`config.mk`:
```
export PLATFORM = sky130hd
export DESIGN_NAME = cpu_top
export DESIGN_NICKNAME = d
export VERILOG_FILES = /design/src/source/cpu_pkg.sv /design/src/source/cpu_top.sv /design/src/source/bus_master.sv /design/src/source/execute_unit.sv /design/src/source/prefetch_queue.sv /design/src/source/fetch_unit.sv
export SDC_FILE = /design/constraint.sdc
export NUM_CORES = 1
export LEC_CHECK = 0
export BUFFER_PORTS_ARGS = -buffer_cell sky130_fd_sc_hd__buf_2
export CAP_MARGIN = 20
export CELL_PAD_IN_SITES_DETAIL_PLACEMENT = 1
export CELL_PAD_IN_SITES_GLOBAL_PLACEMENT = 1
export CORE_ASPECT_RATIO = 1.4
export CORE_MARGIN = 3
export CORE_UTILIZATION = 53
export DETAILED_ROUTE_END_ITERATION = 12
export PLACE_DENSITY_LB_ADDON = 0.1
export SETUP_SLACK_MARGIN = 0.5
export SLEW_MARGIN = 20
export SYNTH_ARGS = -nofsm -noshare
export SYNTH_HDL_FRONTEND = slang
export SYNTH_SLANG_ARGS = --single-unit
```
`constraint.sdc`:
```
create_clock -name phi2_int -period 6.45 [get_ports phi2_int]
set_input_delay 1.29 -clock phi2_int [delete_from_list [all_inputs] [get_ports phi2_int]]
set_output_delay 1.29 -clock phi2_int [all_outputs]
set_load 0.01 [all_outputs]
```
`src/source/cpu_pkg.sv`:
```
// CPU package
// Bus widths, 6502 opcode encodings, execute states and the bus request
// record shared by the fetch, execute and bus units
`default_nettype none

package cpu_pkg;

	// Fixed by the instruction set
	localparam int ADDR_WIDTH = 16;
	localparam int DATA_WIDTH = 8;

	// Kept opcodes, real 6502 encodings
	typedef enum logic [7:0] {
		OP_LDA_IMM = 8'hA9,
		OP_LDX_IMM = 8'hA2,
		OP_LDY_IMM = 8'hA0,
		OP_ADC_IMM = 8'h69,
		OP_AND_IMM = 8'h29,
		OP_ORA_IMM = 8'h09,
		OP_EOR_IMM = 8'h49,
		OP_TAX     = 8'hAA,
		OP_TAY     = 8'hA8,
		OP_INX     = 8'hE8,
		OP_INY     = 8'hC8,
		OP_CLC     = 8'h18,
		OP_SEC     = 8'h38,
		OP_STA_ABS = 8'h8D,
		OP_STX_ABS = 8'h8E,
		OP_JMP_ABS = 8'h4C,
		OP_NOP     = 8'hEA
	} opcode_e;

	typedef enum logic [1:0] {
		EX_OPCODE,
		EX_OPERAND_LO,
		EX_OPERAND_HI,
		EX_STORE_WAIT
	} exec_state_e;

	// One bus request, 25 bits
	typedef struct packed {
		logic [ADDR_WIDTH-1:0] addr;
		logic [DATA_WIDTH-1:0] wdata;
		logic                  we;
	} bus_req_t;

endpackage

`default_nettype wire
```
`src/source/cpu_top.sv`:
```
// CPU top level
// Small 6502 style core: fetch, prefetch queue, execute and a shared
// Wishbone classic master port
`timescale 1ns/1ps
`default_nettype none

module cpu_top #(
	parameter int QUEUE_DEPTH = 4,
	parameter logic [cpu_pkg::ADDR_WIDTH-1:0] RESET_VECTOR = 16'h0200
) (
	input  wire                                 phi2_int,
	input  wire                                 rst_n,
	input  wire [cpu_pkg::DATA_WIDTH-1:0]       wb_dat_r,
	input  wire                                 wb_ack,
	output wire                                 wb_cyc,
	output wire                                 wb_stb,
	output wire                                 wb_we,
	output wire [cpu_pkg::ADDR_WIDTH-1:0]       wb_adr,
	output wire [cpu_pkg::DATA_WIDTH-1:0]       wb_dat_w,
	output wire                                 sync
);

	wire cpu_pkg::bus_req_t           fetch_req;
	wire cpu_pkg::bus_req_t           store_req;
	wire                              fetch_valid;
	wire                              fetch_done;
	wire [cpu_pkg::DATA_WIDTH-1:0]    fetch_data;
	wire                              store_valid;
	wire                              store_done;
	wire                              push;
	wire [cpu_pkg::DATA_WIDTH-1:0]    push_data;
	wire                              pop;
	wire                              empty;
	wire                              full;
	wire [$clog2(QUEUE_DEPTH):0]      count;
	wire [cpu_pkg::DATA_WIDTH-1:0]    head_data;
	wire                              redirect;
	wire [cpu_pkg::ADDR_WIDTH-1:0]    redirect_addr;

	fetch_unit #(
		.RESET_VECTOR (RESET_VECTOR),
		.QUEUE_DEPTH  (QUEUE_DEPTH)
	) i_fetch (
		.phi2_int      (phi2_int),
		.rst_n         (rst_n),
		.redirect      (redirect),
		.redirect_addr (redirect_addr),
		.full          (full),
		.count         (count),
		.fetch_done    (fetch_done),
		.fetch_data    (fetch_data),
		.fetch_req     (fetch_req),
		.fetch_valid   (fetch_valid),
		.push          (push),
		.push_data     (push_data)
	);

	prefetch_queue #(
		.QUEUE_DEPTH (QUEUE_DEPTH)
	) i_queue (
		.phi2_int  (phi2_int),
		.rst_n     (rst_n),
		.clear     (redirect),
		.push      (push),
		.push_data (push_data),
		.pop       (pop),
		.head_data (head_data),
		.empty     (empty),
		.full      (full),
		.count     (count)
	);

	execute_unit i_exec (
		.phi2_int      (phi2_int),
		.rst_n         (rst_n),
		.empty         (empty),
		.head_data     (head_data),
		.store_done    (store_done),
		.pop           (pop),
		.sync          (sync),
		.store_req     (store_req),
		.store_valid   (store_valid),
		.redirect      (redirect),
		.redirect_addr (redirect_addr)
	);

	bus_master i_bus (
		.phi2_int    (phi2_int),
		.rst_n       (rst_n),
		.fetch_req   (fetch_req),
		.fetch_valid (fetch_valid),
		.store_req   (store_req),
		.store_valid (store_valid),
		.wb_dat_r    (wb_dat_r),
		.wb_ack      (wb_ack),
		.fetch_done  (fetch_done),
		.fetch_data  (fetch_data),
		.store_done  (store_done),
		.wb_cyc      (wb_cyc),
		.wb_stb      (wb_stb),
		.wb_we       (wb_we),
		.wb_adr      (wb_adr),
		.wb_dat_w    (wb_dat_w)
	);

endmodule

`default_nettype wire

```
`src/source/bus_master.sv`:
```
// Bus master
// Wishbone classic master shared by stores and instruction fetches;
// a waiting store is started before a waiting fetch
`timescale 1ns/1ps
`default_nettype none

module bus_master (
	input  wire                                 phi2_int,
	input  wire                                 rst_n,
	input  cpu_pkg::bus_req_t                   fetch_req,
	input  wire                                 fetch_valid,
	input  cpu_pkg::bus_req_t                   store_req,
	input  wire                                 store_valid,
	input  wire [cpu_pkg::DATA_WIDTH-1:0]       wb_dat_r,
	input  wire                                 wb_ack,
	output logic                                fetch_done,
	output logic [cpu_pkg::DATA_WIDTH-1:0]      fetch_data,
	output logic                                store_done,
	output logic                                wb_cyc,
	output logic                                wb_stb,
	output logic                                wb_we,
	output logic [cpu_pkg::ADDR_WIDTH-1:0]      wb_adr,
	output logic [cpu_pkg::DATA_WIDTH-1:0]      wb_dat_w
);

	typedef enum logic {BUS_IDLE, BUS_BUSY} bus_state_e;

	bus_state_e        state;
	cpu_pkg::bus_req_t req;
	logic              owner_store;

	// Request held stable until ack
	assign wb_cyc   = (state == BUS_BUSY);
	assign wb_stb   = (state == BUS_BUSY);
	assign wb_we    = req.we;
	assign wb_adr   = req.addr;
	assign wb_dat_w = req.wdata;

	// Done pulses on the ack cycle
	assign fetch_done = wb_stb && wb_ack && !owner_store;
	assign store_done = wb_stb && wb_ack && owner_store;
	assign fetch_data = wb_dat_r;

	always_ff @(posedge phi2_int) begin
		if (!rst_n) begin
			state       <= BUS_IDLE;
			owner_store <= 1'b0;
		end else if (state == BUS_IDLE) begin
			if (store_valid) begin
				owner_store <= 1'b1;
				state       <= BUS_BUSY;
			end else if (fetch_valid) begin
				owner_store <= 1'b0;
				state       <= BUS_BUSY;
			end
		end else if (wb_ack) begin
			state <= BUS_IDLE;
		end
	end

	always_ff @(posedge phi2_int) begin
		if (state == BUS_IDLE) begin
			req <= store_valid ? store_req : fetch_req;
		end
	end

endmodule

`default_nettype wire

```
`src/source/execute_unit.sv`:
```
// Execute unit
// Decodes opcodes from the prefetch queue, gathers operands, runs the ALU
// on A, X, Y and carry, and issues stores and jumps
`timescale 1ns/1ps
`default_nettype none

module execute_unit (
	input  wire                                 phi2_int,
	input  wire                                 rst_n,
	input  wire                                 empty,
	input  wire [cpu_pkg::DATA_WIDTH-1:0]       head_data,
	input  wire                                 store_done,
	output logic                                pop,
	output logic                                sync,
	output cpu_pkg::bus_req_t                   store_req,
	output logic                                store_valid,
	output logic                                redirect,
	output logic [cpu_pkg::ADDR_WIDTH-1:0]      redirect_addr
);

	cpu_pkg::exec_state_e           state;
	cpu_pkg::opcode_e               opcode;
	cpu_pkg::opcode_e               head_op;
	logic [cpu_pkg::DATA_WIDTH-1:0] a;
	logic [cpu_pkg::DATA_WIDTH-1:0] x;
	logic [cpu_pkg::DATA_WIDTH-1:0] y;
	logic                           carry;
	logic [cpu_pkg::DATA_WIDTH-1:0] operand_lo;
	logic [cpu_pkg::ADDR_WIDTH-1:0] store_addr;
	logic [cpu_pkg::DATA_WIDTH-1:0] store_data;
	logic [cpu_pkg::DATA_WIDTH:0]   adc_sum;

	// Operand bytes following each opcode
	function automatic logic [1:0] operand_bytes(input cpu_pkg::opcode_e op);
		case (op)
			cpu_pkg::OP_LDA_IMM, cpu_pkg::OP_LDX_IMM, cpu_pkg::OP_LDY_IMM,
			cpu_pkg::OP_ADC_IMM, cpu_pkg::OP_AND_IMM, cpu_pkg::OP_ORA_IMM,
			cpu_pkg::OP_EOR_IMM:
				operand_bytes = 2'd1;
			cpu_pkg::OP_STA_ABS, cpu_pkg::OP_STX_ABS, cpu_pkg::OP_JMP_ABS:
				operand_bytes = 2'd2;
			default:
				operand_bytes = 2'd0;
		endcase
	endfunction

	assign head_op = cpu_pkg::opcode_e'(head_data);
	assign adc_sum = {1'b0, a} + {1'b0, head_data} + {{cpu_pkg::DATA_WIDTH{1'b0}}, carry};

	assign pop  = !empty && (state != cpu_pkg::EX_STORE_WAIT);
	assign sync = !empty && (state == cpu_pkg::EX_OPCODE);

	// Jump leaves on the high operand byte
	assign redirect      = !empty && (state == cpu_pkg::EX_OPERAND_HI) &&
	                       (opcode == cpu_pkg::OP_JMP_ABS);
	assign redirect_addr = {head_data, operand_lo};

	assign store_req = '{addr: store_addr, wdata: store_data, we: 1'b1};

	////////////////////
	// FSM and registers

	always_ff @(posedge phi2_int) begin
		if (!rst_n) begin
			state       <= cpu_pkg::EX_OPCODE;
			a           <= '0;
			x           <= '0;
			y           <= '0;
			carry       <= 1'b0;
			store_valid <= 1'b0;
		end else begin
			case (state)
				cpu_pkg::EX_OPCODE: if (!empty) begin
					if (operand_bytes(head_op) != 2'd0) begin
						state <= cpu_pkg::EX_OPERAND_LO;
					end
					// Implied ops finish here, unknown ones act as NOP
					case (head_op)
						cpu_pkg::OP_TAX: x     <= a;
						cpu_pkg::OP_TAY: y     <= a;
						cpu_pkg::OP_INX: x     <= x + 1'b1;
						cpu_pkg::OP_INY: y     <= y + 1'b1;
						cpu_pkg::OP_CLC: carry <= 1'b0;
						cpu_pkg::OP_SEC: carry <= 1'b1;
						default: ;
					endcase
				end
				cpu_pkg::EX_OPERAND_LO: if (!empty) begin
					if (operand_bytes(opcode) == 2'd1) begin
						state <= cpu_pkg::EX_OPCODE;
						case (opcode)
							cpu_pkg::OP_LDA_IMM: a <= head_data;
							cpu_pkg::OP_LDX_IMM: x <= head_data;
							cpu_pkg::OP_LDY_IMM: y <= head_data;
							cpu_pkg::OP_ADC_IMM: {carry, a} <= adc_sum;
							cpu_pkg::OP_AND_IMM: a <= a & head_data;
							cpu_pkg::OP_ORA_IMM: a <= a | head_data;
							cpu_pkg::OP_EOR_IMM: a <= a ^ head_data;
							default: ;
						endcase
					end else begin
						state <= cpu_pkg::EX_OPERAND_HI;
					end
				end
				cpu_pkg::EX_OPERAND_HI: if (!empty) begin
					if (opcode == cpu_pkg::OP_JMP_ABS) begin
						state <= cpu_pkg::EX_OPCODE;
					end else begin
						store_valid <= 1'b1;
						state       <= cpu_pkg::EX_STORE_WAIT;
					end
				end
				cpu_pkg::EX_STORE_WAIT: if (store_done) begin
					store_valid <= 1'b0;
					state       <= cpu_pkg::EX_OPCODE;
				end
				default: state <= cpu_pkg::EX_OPCODE;
			endcase
		end
	end

	// Decoded opcode, operand and store payload
	always_ff @(posedge phi2_int) begin
		if (pop && state == cpu_pkg::EX_OPCODE) begin
			opcode <= head_op;
		end
		if (pop && state == cpu_pkg::EX_OPERAND_LO) begin
			operand_lo <= head_data;
		end
		if (pop && state == cpu_pkg::EX_OPERAND_HI) begin
			store_addr <= {head_data, operand_lo};
			store_data <= (opcode == cpu_pkg::OP_STX_ABS) ? x : a;
		end
	end

endmodule

`default_nettype wire

```
`src/source/prefetch_queue.sv`:
```
// Prefetch queue
// Circular buffer of fetched instruction bytes; flushed on a jump
`timescale 1ns/1ps
`default_nettype none

module prefetch_queue #(
	parameter int QUEUE_DEPTH = 4
) (
	input  wire                                 phi2_int,
	input  wire                                 rst_n,
	input  wire                                 clear,
	input  wire                                 push,
	input  wire [cpu_pkg::DATA_WIDTH-1:0]       push_data,
	input  wire                                 pop,
	output logic [cpu_pkg::DATA_WIDTH-1:0]      head_data,
	output logic                                empty,
	output logic                                full,
	output logic [$clog2(QUEUE_DEPTH):0]        count
);

	localparam int PW = $clog2(QUEUE_DEPTH);

	logic [cpu_pkg::DATA_WIDTH-1:0] mem [QUEUE_DEPTH];
	logic [PW-1:0]                  rd_ptr;
	logic [PW-1:0]                  wr_ptr;
	logic                           do_push;
	logic                           do_pop;

	assign empty     = (count == '0);
	assign full      = (count == (PW+1)'(QUEUE_DEPTH));
	assign head_data = mem[rd_ptr];

	assign do_push = push && !full;
	assign do_pop  = pop && !empty;

	////////////////////
	// Pointers and count

	always_ff @(posedge phi2_int) begin
		if (!rst_n || clear) begin
			rd_ptr <= '0;
			wr_ptr <= '0;
			count  <= '0;
		end else begin
			if (do_push) begin
				wr_ptr <= wr_ptr + 1'b1;
			end
			if (do_pop) begin
				rd_ptr <= rd_ptr + 1'b1;
			end
			if (do_push && !do_pop) begin
				count <= count + 1'b1;
			end else if (do_pop && !do_push) begin
				count <= count - 1'b1;
			end
		end
	end

	////////////////////
	// Storage

	always_ff @(posedge phi2_int) begin
		if (do_push && !clear) begin
			mem[wr_ptr] <= push_data;
		end
	end

endmodule

`default_nettype wire

```
`src/source/fetch_unit.sv`:
```
// Fetch unit
// Reads instruction bytes ahead of execution, one read at a time, and
// pushes them into the prefetch queue; restarts at a jump target
`timescale 1ns/1ps
`default_nettype none

module fetch_unit #(
	parameter logic [cpu_pkg::ADDR_WIDTH-1:0] RESET_VECTOR = 16'h0200,
	parameter int QUEUE_DEPTH = 4
) (
	input  wire                                 phi2_int,
	input  wire                                 rst_n,
	input  wire                                 redirect,
	input  wire [cpu_pkg::ADDR_WIDTH-1:0]       redirect_addr,
	input  wire                                 full,
	input  wire [$clog2(QUEUE_DEPTH):0]         count,
	input  wire                                 fetch_done,
	input  wire [cpu_pkg::DATA_WIDTH-1:0]       fetch_data,
	output cpu_pkg::bus_req_t                   fetch_req,
	output logic                                fetch_valid,
	output logic                                push,
	output logic [cpu_pkg::DATA_WIDTH-1:0]      push_data
);

	localparam int CW = $clog2(QUEUE_DEPTH) + 1;

	logic [cpu_pkg::ADDR_WIDTH-1:0] fetch_addr;
	logic                           stale;
	logic [CW:0]                    occupied;
	logic                           room;

	// Queue entries plus the byte still on the bus
	assign occupied = {1'b0, count} + (CW+1)'(fetch_valid);
	assign room     = !full && (occupied < (CW+1)'(QUEUE_DEPTH));

	// Bytes from before a jump are thrown away
	assign push      = fetch_done && !stale && !redirect;
	assign push_data = fetch_data;

	assign fetch_req = '{addr: fetch_addr, wdata: '0, we: 1'b0};

	always_ff @(posedge phi2_int) begin
		if (!rst_n) begin
			fetch_addr  <= RESET_VECTOR;
			fetch_valid <= 1'b0;
			stale       <= 1'b0;
		end else begin
			if (redirect) begin
				fetch_addr <= redirect_addr;
			end else if (push) begin
				fetch_addr <= fetch_addr + 1'b1;
			end

			// A read still outstanding at a jump returns a stale byte
			if (redirect) begin
				stale <= fetch_valid && !fetch_done;
			end else if (fetch_done) begin
				stale <= 1'b0;
			end

			if (fetch_done) begin
				fetch_valid <= 1'b0;
			end else if (!fetch_valid && room) begin
				fetch_valid <= 1'b1;
			end
		end
	end

endmodule

`default_nettype wire

```
==> run_results.csv, run 1 <==
group,metric,value,unit
floorplan,die_w,103,µm
grt,antenna_found_initial,0,
cts,post_cts_resized,0,
floorplan,die-area,14500,µm²
synth,synth-edff-count,97,
cells_and_area,final_core_util,62.0,%
sta,finalCritPeriodShare,62.1,%
cells_and_area,area_growth,12.4,%
detailed_routing,routed_wl,16000,µm
setup_path,cp.required,6770,ps
sta,worst_pin_slew,1020,ps
setup_path,worstPathMaxFanout,15,
sta,maxSlewViolCount,0,
placed_design,place.gp.congestion,0.791,
placed_design,port-buffer-count,38,
cells_and_area,fin_cells,775,
sta,rsz0062_at_grt,"false",
sta,fin_crit,4000,ps
detailed_routing,vias_per_cell,6.04,
power_and_ir_drop,p_leak,2.83,nW
cts,clkTransAtPathRegs,70,ps
synth,ys_async_sr_fraction,0,%
power_and_ir_drop,pwr_density_cell,401,nW/µm²
sta,setup_ws,2450,ps
power_and_ir_drop,peakVddDrop,0.232,mV
synth,syn_area,6920,µm²
synth,syn-mean-instance-area,11.9,µm²
cts,clockBufferDepth,2,
power_and_ir_drop,p_total,0.00312,W
detailed_routing,drc,0,
floorplan,core,12600,µm²
cts,htree_levels,4,
cts,postCtsSetupRepairBufs,0,
cts,cts_tree,"yes",
cts,hold_buffers,0,
synth,synth_nets,622,
cts,cts_root_buf,"clkbuf_16",
cells_and_area,drive_above_1_share,18.1,%
cells_and_area,seqCellArea,3890,µm²
floorplan,die_h,141,µm
placed_design,post-place-ws,2310,ps
detailed_routing,wl_per_cell,20.6,µm
placed_design,dp.cells,743,
floorplan,io_pins,39,
cts,worstSkewPairLatency,420,ps
cells_and_area,fin_nets,650,
setup_path,cpPeakStageDelay,770,ps
detailed_routing,drt_iter0_markers,208,
setup_path,path_cells,"mux4_2 -> fa_1 -> inv_1 -> fa_1 -> nor2b_1 -> o21ai_0 -> a21oi_1 -> o21ai_0 -> a21oi_1 -> mux4_2 -> o311a_1",
detailed_routing,ant_nets,0,
cells_and_area,multiInputGateArea,2740,µm²
setup_path,start_kind,"flop",
synth,yosys.cell_types.count,58,
sta,skew,8.16,ps
setup_path,crit_path_end_kind,"flop",
floorplan,placementRows,48,
grt,track_usage,24.0,%
detailed_routing,dr_total_vias,4683,
sta,final-hold-violation-count,0,
grt,grt_pass1_vias,5027,
sta,slew_headroom,31.6,%
run,maxCapViolations,0,
synth,synth_warnings,0,
setup_path,path_class,"reg -> reg",
grt,grt_pass1_wl,26400,µm
synth,synth_cells,584,
cells_and_area,diodes,0,
worst_hold_path,hold_class,"reg -> reg",
cts,cts_sinks,146,
grt,grt_max_degree,36,
cells_and_area,n_fill_cell,1293,
setup_path,cp_slowest_cell,"mux4_2",
synth,ys_seq_area_share,56.2,%
synth,synth_ff_type,"edfxtp_1",
detailed_routing,firstDrtPassIters,4,
sta,final.setup.tns,0,ps
sta,max_freq,250,MHz
synth,yosys_register_bits,146,
sta,setup_viol,0,
status,status,"completed",
setup_path,rrSetupSlack,2450,ps
setup_path,cp_data_arrival_time,4320,ps
placed_design,hpwl,10600,µm
grt,overflow,0,
cts,numCtsBuffers,17,
floorplan,initial_utilization,55.2,%
cell type report:
type | count | share of cell area, %
clock buffer | 17 | 5.47
clock inverter | 15 | 2.11
inverter | 41 | 1.98
multi-input combinational | 365 | 35.2
sequential | 146 | 50.1
tap | 150 | 2.41
timing repair buffer | 41 | 2.73
synthesized netlist by cell type, types with 3 or more instances:
master	instances	area (µm²)
a211oi_1	27	203
a21oi_1	19	95.1
a31oi_1	10	62.6
and2_1	13	81.3
and3_1	7	43.8
and4_1	3	26.3
buf_2	5	25.0
clkbuf_1	21	78.8
dfxtp_1	49	981
edfxtp_1	97	2910
fa_1	3	60.1
ha_1	24	300
inv_1	41	154
mux2_2	20	225
mux2i_1	7	70.1
mux4_2	13	293
nand2_1	35	131
nand2b_1	3	18.8
nand3_1	12	60.1
nand4_1	6	37.5
nor2_1	54	203
nor2b_1	5	31.3
nor3_1	12	60.1
o211ai_1	9	67.6
o21ai_0	19	95.1
xnor2_1	19	166
xor2_1	10	87.6
cell families (layout without fill, tap and decap cells):
kind of cell | Yosys count | count (layout) | share of synthesized area [%]
fa+ha+maj | 27 | 27 | 5.20
xor+xnor | 29 | 29 | 3.67
compound gates | 105 | 105 | 10.3
mux | 40 | 40 | 8.49
simple gates | 164 | 164 | 11.8
buf+inv | 73 | 114 | 4.34
flops | 146 | 146 | 56.2
metal layers:
layer / share of wire [%] / track usage (%)
met3: 4.4 / 5.35
met4: 2.7 / 10.0
met1: 40 / 28.4
met5: 0 / 0
met2: 53 / 41.5
registers in the layout, indices dropped and copies added, names as in the netlist, 2 cells and up, named ones only:
name / flops
i_exec.store_addr: 16
i_queue.count: 3
i_queue.rd_ptr: 2
i_bus.wb_dat_w: 8
i_fetch.fetch_addr: 16
i_exec.state: 2
i_exec.a: 8
i_queue.wr_ptr: 2
i_exec.x: 8
i_exec.opcode: 8
i_queue.mem: 32
i_exec.store_data: 8
i_exec.operand_lo: 8
i_bus.wb_adr: 16
critical path, delay by kind of cell (launching register included):
kind	cells	cell delay [ps]
compound gates	5	1120
fa+ha+maj	2	730
buf+inv	1	90
flops	1	670
mux	2	1230
simple gates	1	50
placed cells by master, fill, tap and decap left out, drive strengths merged, types with 12 or more instances in the layout:
| cell | instances |
|---|---|
| mux2 | 20 |
| edfxtp | 97 |
| a211oi | 27 |
| buf | 41 |
| nand3 | 12 |
| o21ai | 21 |
| mux4 | 13 |
| nor3 | 12 |
| ha | 24 |
| nor2 | 54 |
| and2 | 13 |
| xnor2 | 19 |
| dfxtp | 49 |
| inv | 50 |
| nand2 | 35 |
| a21oi | 19 |
| clkbuf | 17 |
where the power goes:
group | internal, W | switching (W)
clock network | 0.000550 | 0.000427
logic | 0.000306 | 0.000484
registers | 0.00119 | 0.000165
through the flow:
step           instance area (µm²)  hold WS, ps
5_1_grt                       7780          459
4_1_cts                       7770          452
2_1_floorplan                 6920          427
3_3_place_gp                  7180          433
3_5_place_dp                  7180          436
6_report                      7780          452
worst paths after layout:
| kind | startpoint | end | cells past startpoint |
|---|---|---|---|
| worst max-delay path | flop | i_exec.a[6] | 11 |
| worst min-delay path | i_exec.operand_lo[4] | i_exec.store_addr[4] | 0 |
| worst max register to register | flop | i_exec.a[6] | 11 |
| worst min register to register | i_exec.operand_lo[4] | i_exec.store_addr[4] | 0 |
Note: power is estimated with default switching activity, not from simulation.
==> run 2, diff against run 1 <==
- CORE_UTILIZATION: 53 -> 45
- clock period: 6.45 -> 3.3 ns (I/O delays scaled with it)
==> run_results.csv, run 2 (synthesis gave the netlist of run 1 again) <==
group,metric,value,unit
floorplan,core,15100,µm²
cells_and_area,diodes,0,
floorplan,placementRows,53,
setup_path,worstPathMaxFanout,3,
cells_and_area,largest-register,"i_queue.mem",
cells_and_area,largest_register_ffs,32,
placed_design,port-buffer-count,38,
status,status,"completed",
cells_and_area,drive_above_1_share,24.0,%
sta,rsz0062_at_grt,"true",
sta,skew,14.5,ps
floorplan,io_pins,39,
floorplan,die-area,16900,µm²
grt,antenna_found_initial,0,
cells_and_area,final_cell_mix,"edfxtp_1, nor2_1, dfxtp_1, inv_1, buf_2",
sta,maxSlewViolCount,0,
cts,cts_sinks,146,
sta,final.setup.tns,0,ps
cts,cts_tree,"yes",
detailed_routing,firstDrtPassIters,4,
sta,max_freq,332,MHz
grt,grt_pass1_vias,4921,
sta,fin_crit,3010,ps
detailed_routing,dr_total_vias,4657,
detailed_routing,drt_iter0_markers,173,
placed_design,place.gp.congestion,0.837,
detailed_routing,drc,0,
cts,htree_levels,4,
power_and_ir_drop,p_leak,2.98,nW
grt,track_usage,19.9,%
sta,worst_pin_slew,1010,ps
power_and_ir_drop,peakVddDrop,0.415,mV
run,maxCapViolations,0,
detailed_routing,routed_wl,16700,µm
grt,grt_max_degree,36,
setup_path,cpPeakStageDelay,530,ps
detailed_routing,wl_per_cell,19.7,µm
sta,slew_headroom,32.3,%
setup_path,cp_slowest_cell,"mux4_2",
cells_and_area,final_core_util,54.1,%
power_and_ir_drop,p_total,0.00644,W
floorplan,initial_utilization,46.0,%
grt,overflow,0,
setup_path,path_class,"reg -> reg",
floorplan,die_w,111,µm
sta,holdWs,452,ps
worst_hold_path,hold_class,"in -> reg",
detailed_routing,vias_per_cell,5.51,
cts,clkTransAtPathRegs,60,ps
placed_design,hpwl,11600,µm
cells_and_area,layout_commonest_cell,"edfxtp_1",
cells_and_area,fin_nets,678,
sta,setup_viol,0,
cts,numCtsBuffers,17,
detailed_routing,ant_nets,0,
power_and_ir_drop,pwr_density_cell,791,nW/µm²
setup_path,start_kind,"flop",
floorplan,die_h,153,µm
sta,final-hold-violation-count,0,
grt,grt_pass1_wl,26500,µm
cts,cts_root_buf,"clkbuf_16",
setup_path,cp_data_arrival_time,3300,ps
setup_path,cp.required,3590,ps
cts,worstSkewPairLatency,420,ps
cts,clockBufferDepth,2,
sta,finalCritPeriodShare,91.2,%
setup_path,crit_path_end_kind,"flop",
cells_and_area,area_growth,17.6,%
setup_path,path_cells,"mux4_2 -> fa_2 -> inv_2 -> fa_2 -> nor2b_1 -> o21ai_2 -> a21oi_2 -> o21ai_2 -> a21oi_1 -> mux4_2 -> o311a_1",
cts,hold_buffers,0,
run 2: cell types whose count changed in the layout (fill, tap and decap cells not counted), sizes merged:
cell / previous run / this run
and2: 13 / 14
buf: 41 / 68
bufinv: 1 / 2
clkbuf: 17 / 19
clkinv: 4 / 3
clkinvlp: 1 / 3
inv: 50 / 46
run 2: report_power, final:
group / total (W) / leakage (nW) / switching [W] / internal [W]
logic: 0.00190 / 1.36 / 0.00113 / 0.000767
registers: 0.00252 / 1.33 / 0.000197 / 0.00233
clock network: 0.00202 / 0.297 / 0.000814 / 0.00120
total: 0.00644 / 2.98 / 0.00215 / 0.00430
run 2: cell type report:
class	instances	area, µm²
Timing Repair Buffer	68	427
Inverter	41	154
Fill cell	1562	6910
Clock buffer	19	464
Clock inverter	13	163
Sequential cell	146	3890
Tap cell	192	240
Multi-Input combinational cell	366	2800
run 2: layer usage:
metal  GRT usage, %  share of wire, %  vias to the layer above
met5              0                 0                        -
met4           7.45               2.3                        0
met3           3.18               2.0                       26
met2           36.7                55                       63
met1           23.1                40                     2328
li1               -                 -                     2240
run 2: stage by stage:
stage          std cells  worst slack (ps)  area [µm²]
2_1_floorplan        584               186        6960
3_3_place_gp         803               298        7390
3_5_place_dp         803               177        7390
4_1_cts              840               184        8080
5_1_grt              845               187        8150
6_report             845               292        8150
run 2: worst max-delay path: cells and delay by family (launching register included):
kind,cells,cell delay [ps]
simple gates,1,60
mux,2,1020
buf+inv,1,70
fa+ha+maj,2,600
compound gates,5,800
flops,1,340
run 2: repair_timing:
action                     in CTS  in global routing
cloned                          0                  2
setup endpoints to repair      15                 16
gates resized for setup         6                 10
setup buffers                   5                  3
pin swaps                       6                  5
run 2: worst paths after layout:
check                       start                    to  cells past startpoint  slack (ps)
max                          flop           i_exec.a[6]                     11         290
min                   wb_dat_r[4]     i_queue.mem[2][4]                      1         450
max reg2reg                  flop           i_exec.a[6]                     11         290
min reg2reg  i_exec.operand_lo[4]  i_exec.store_addr[4]                      0         460
==> run 3, diff against run 2 <==
- PLACE_DENSITY: not set -> 0.78
- PLACE_DENSITY_LB_ADDON: 0.1 -> not set
==> run_results.csv, run 3 (synthesis gave the netlist of run 1 again) <==
group,metric,value,unit
grt,grt_pass1_wl,27700,µm
setup_path,path_cells,"mux4_2 -> fa_2 -> inv_2 -> fa_2 -> nor2b_2 -> o21ai_2 -> a21oi_2 -> o21ai_2 -> a21oi_1 -> mux4_2 -> o311a_1",
cells_and_area,fin_nets,682,
cells_and_area,drive_above_1_share,24.7,%
worst_hold_path,hold_class,"in -> reg",
cts,cts_sinks,146,
placed_design,place.gp.congestion,0.825,
floorplan,initial_utilization,46.0,%
cts,cts_tree,"yes",
setup_path,crit_buf_inv,1,
grt,use_met3,3.02,%
grt,grtUsageMet2,38.4,%
detailed_routing,dr_total_vias,4903,
setup_path,worstPathMaxFanout,3,
grt,antenna_found_initial,0,
floorplan,die_w,111,µm
setup_path,cpPeakStageDelay,540,ps
power_and_ir_drop,pwr_density_cell,798,nW/µm²
run,maxCapViolations,0,
detailed_routing,firstDrtPassIters,5,
sta,final.setup.tns,0,ps
sta,worst_pin_slew,1010,ps
power_and_ir_drop,p_total,0.00655,W
sta,finalCritPeriodShare,92.6,%
cts,worstSkewPairLatency,420,ps
status,status,"completed",
cells_and_area,multiInputGateArea,2800,µm²
sta,holdWs,451,ps
setup_path,cp_slowest_cell,"mux4_2",
cells_and_area,area_growth,18.6,%
grt,grt_pass1_vias,5289,
detailed_routing,drc,0,
setup_path,start_kind,"flop",
cells_and_area,final_cell_mix,"edfxtp_1, nor2_1, dfxtp_1, inv_1, buf_2",
grt,grt_util_met1,22.0,%
power_and_ir_drop,peakVddDrop,0.398,mV
placed_design,dp.cells,804,
setup_path,cp_top_family,"multiplexers",
cells_and_area,largest-register,"i_queue.mem",
power_and_ir_drop,p_leak,3.02,nW
floorplan,placementRows,53,
cts,numCtsBuffers,17,
sta,fin_crit,3060,ps
floorplan,io_pins,39,
cts,cts_root_buf,"clkbuf_16",
setup_path,crit_path_end_kind,"flop",
floorplan,core,15100,µm²
cells_and_area,layout_commonest_cell,"edfxtp_1",
cells_and_area,largest_register_ffs,32,
cells_and_area,seqCellArea,3890,µm²
sta,maxSlewViolCount,0,
sta,rsz0062_at_grt,"true",
sta,setup_viol,0,
sta,slew_headroom,32.5,%
grt,track_usage,20.7,%
sta,skew,11.0,ps
grt,top_usage_layer,"met2",
setup_path,path_class,"reg -> reg",
setup_path,cp_data_arrival_time,3360,ps
grt,overflow,0,
floorplan,die-area,16900,µm²
cts,htree_levels,4,
detailed_routing,wl_per_cell,20.7,µm
detailed_routing,drt_iter0_markers,239,
cts,clockBufferDepth,2,
floorplan,die_h,153,µm
cts,clkTransAtPathRegs,60,ps
setup_path,cp.required,3610,ps
worst_hold_path,hold_path.startpoint,"wb_dat_r[6]",
cells_and_area,diodes,0,
sta,final-hold-violation-count,0,
detailed_routing,routed_wl,17500,µm
cells_and_area,fin_cells,849,
detailed_routing,vias_per_cell,5.78,
sta,max_freq,327,MHz
detailed_routing,ant_nets,0,
cells_and_area,n_fill_cell,1560,
placed_design,port-buffer-count,38,
grt,grt_max_degree,36,
placed_design,hpwl,11400,µm
-- run 3: per-layer routing --
layer / up-vias / share of wire [%]
met5: - / 0
met4: 0 / 4.8
met3: 61 / 3.1
met2: 128 / 55
met1: 2471 / 37
li1: 2243 / -
-- run 3: report_power, final --
part           internal (W)  switching [W]  total [W]
clock               0.00131       0.000770    0.00208
combinational      0.000783        0.00116    0.00194
sequential          0.00233       0.000204    0.00253
-- run 3: cell type report --
class	instances	share of cell area, %
sequential	146	47.4
multi-input combinational	365	34.1
timing repair buffer	73	5.88
clock buffer	20	5.56
tap	192	2.93
clock inverter	12	2.18
inverter	41	1.87
-- run 3: final timing paths --
path	to	slack, ps	cells after the start
min	i_queue.mem[1][6]	450	1
max	i_exec.a[6]	240	11
max reg2reg	i_exec.a[6]	240	11
min reg2reg	i_exec.store_addr[7]	450	0
-- run 3: worst register-to-register path, delay by kind of cell, from the launching register on --
family	cells	cell delay [ps]
adders and majority gates	2	600
and+or+nand+nor	1	50
DFF	1	350
AOI/OAI and AO/OA	5	870
buffers and inverters	1	70
muxes	2	1010
-- run 3: through the flow --
step | worst slack (ps) | utilization [%] | area [µm²]
after floorplan | 186 | - | 6960
after global placement | 333 | 49.2 | 7400
after detailed placement | 213 | 49.2 | 7400
after CTS | 238 | 54.0 | 8120
after global routing | 137 | 54.6 | 8210
final | 243 | 54.6 | 8210
-- run 3: repair_timing --
item | in CTS | in global routing
setup buffers | 9 | 3
gates resized for setup | 4 | 17
cloned | 1 | 0
setup endpoints to repair | 14 | 17
hold buffers | 0 | 0
pin swaps | 7 | 8
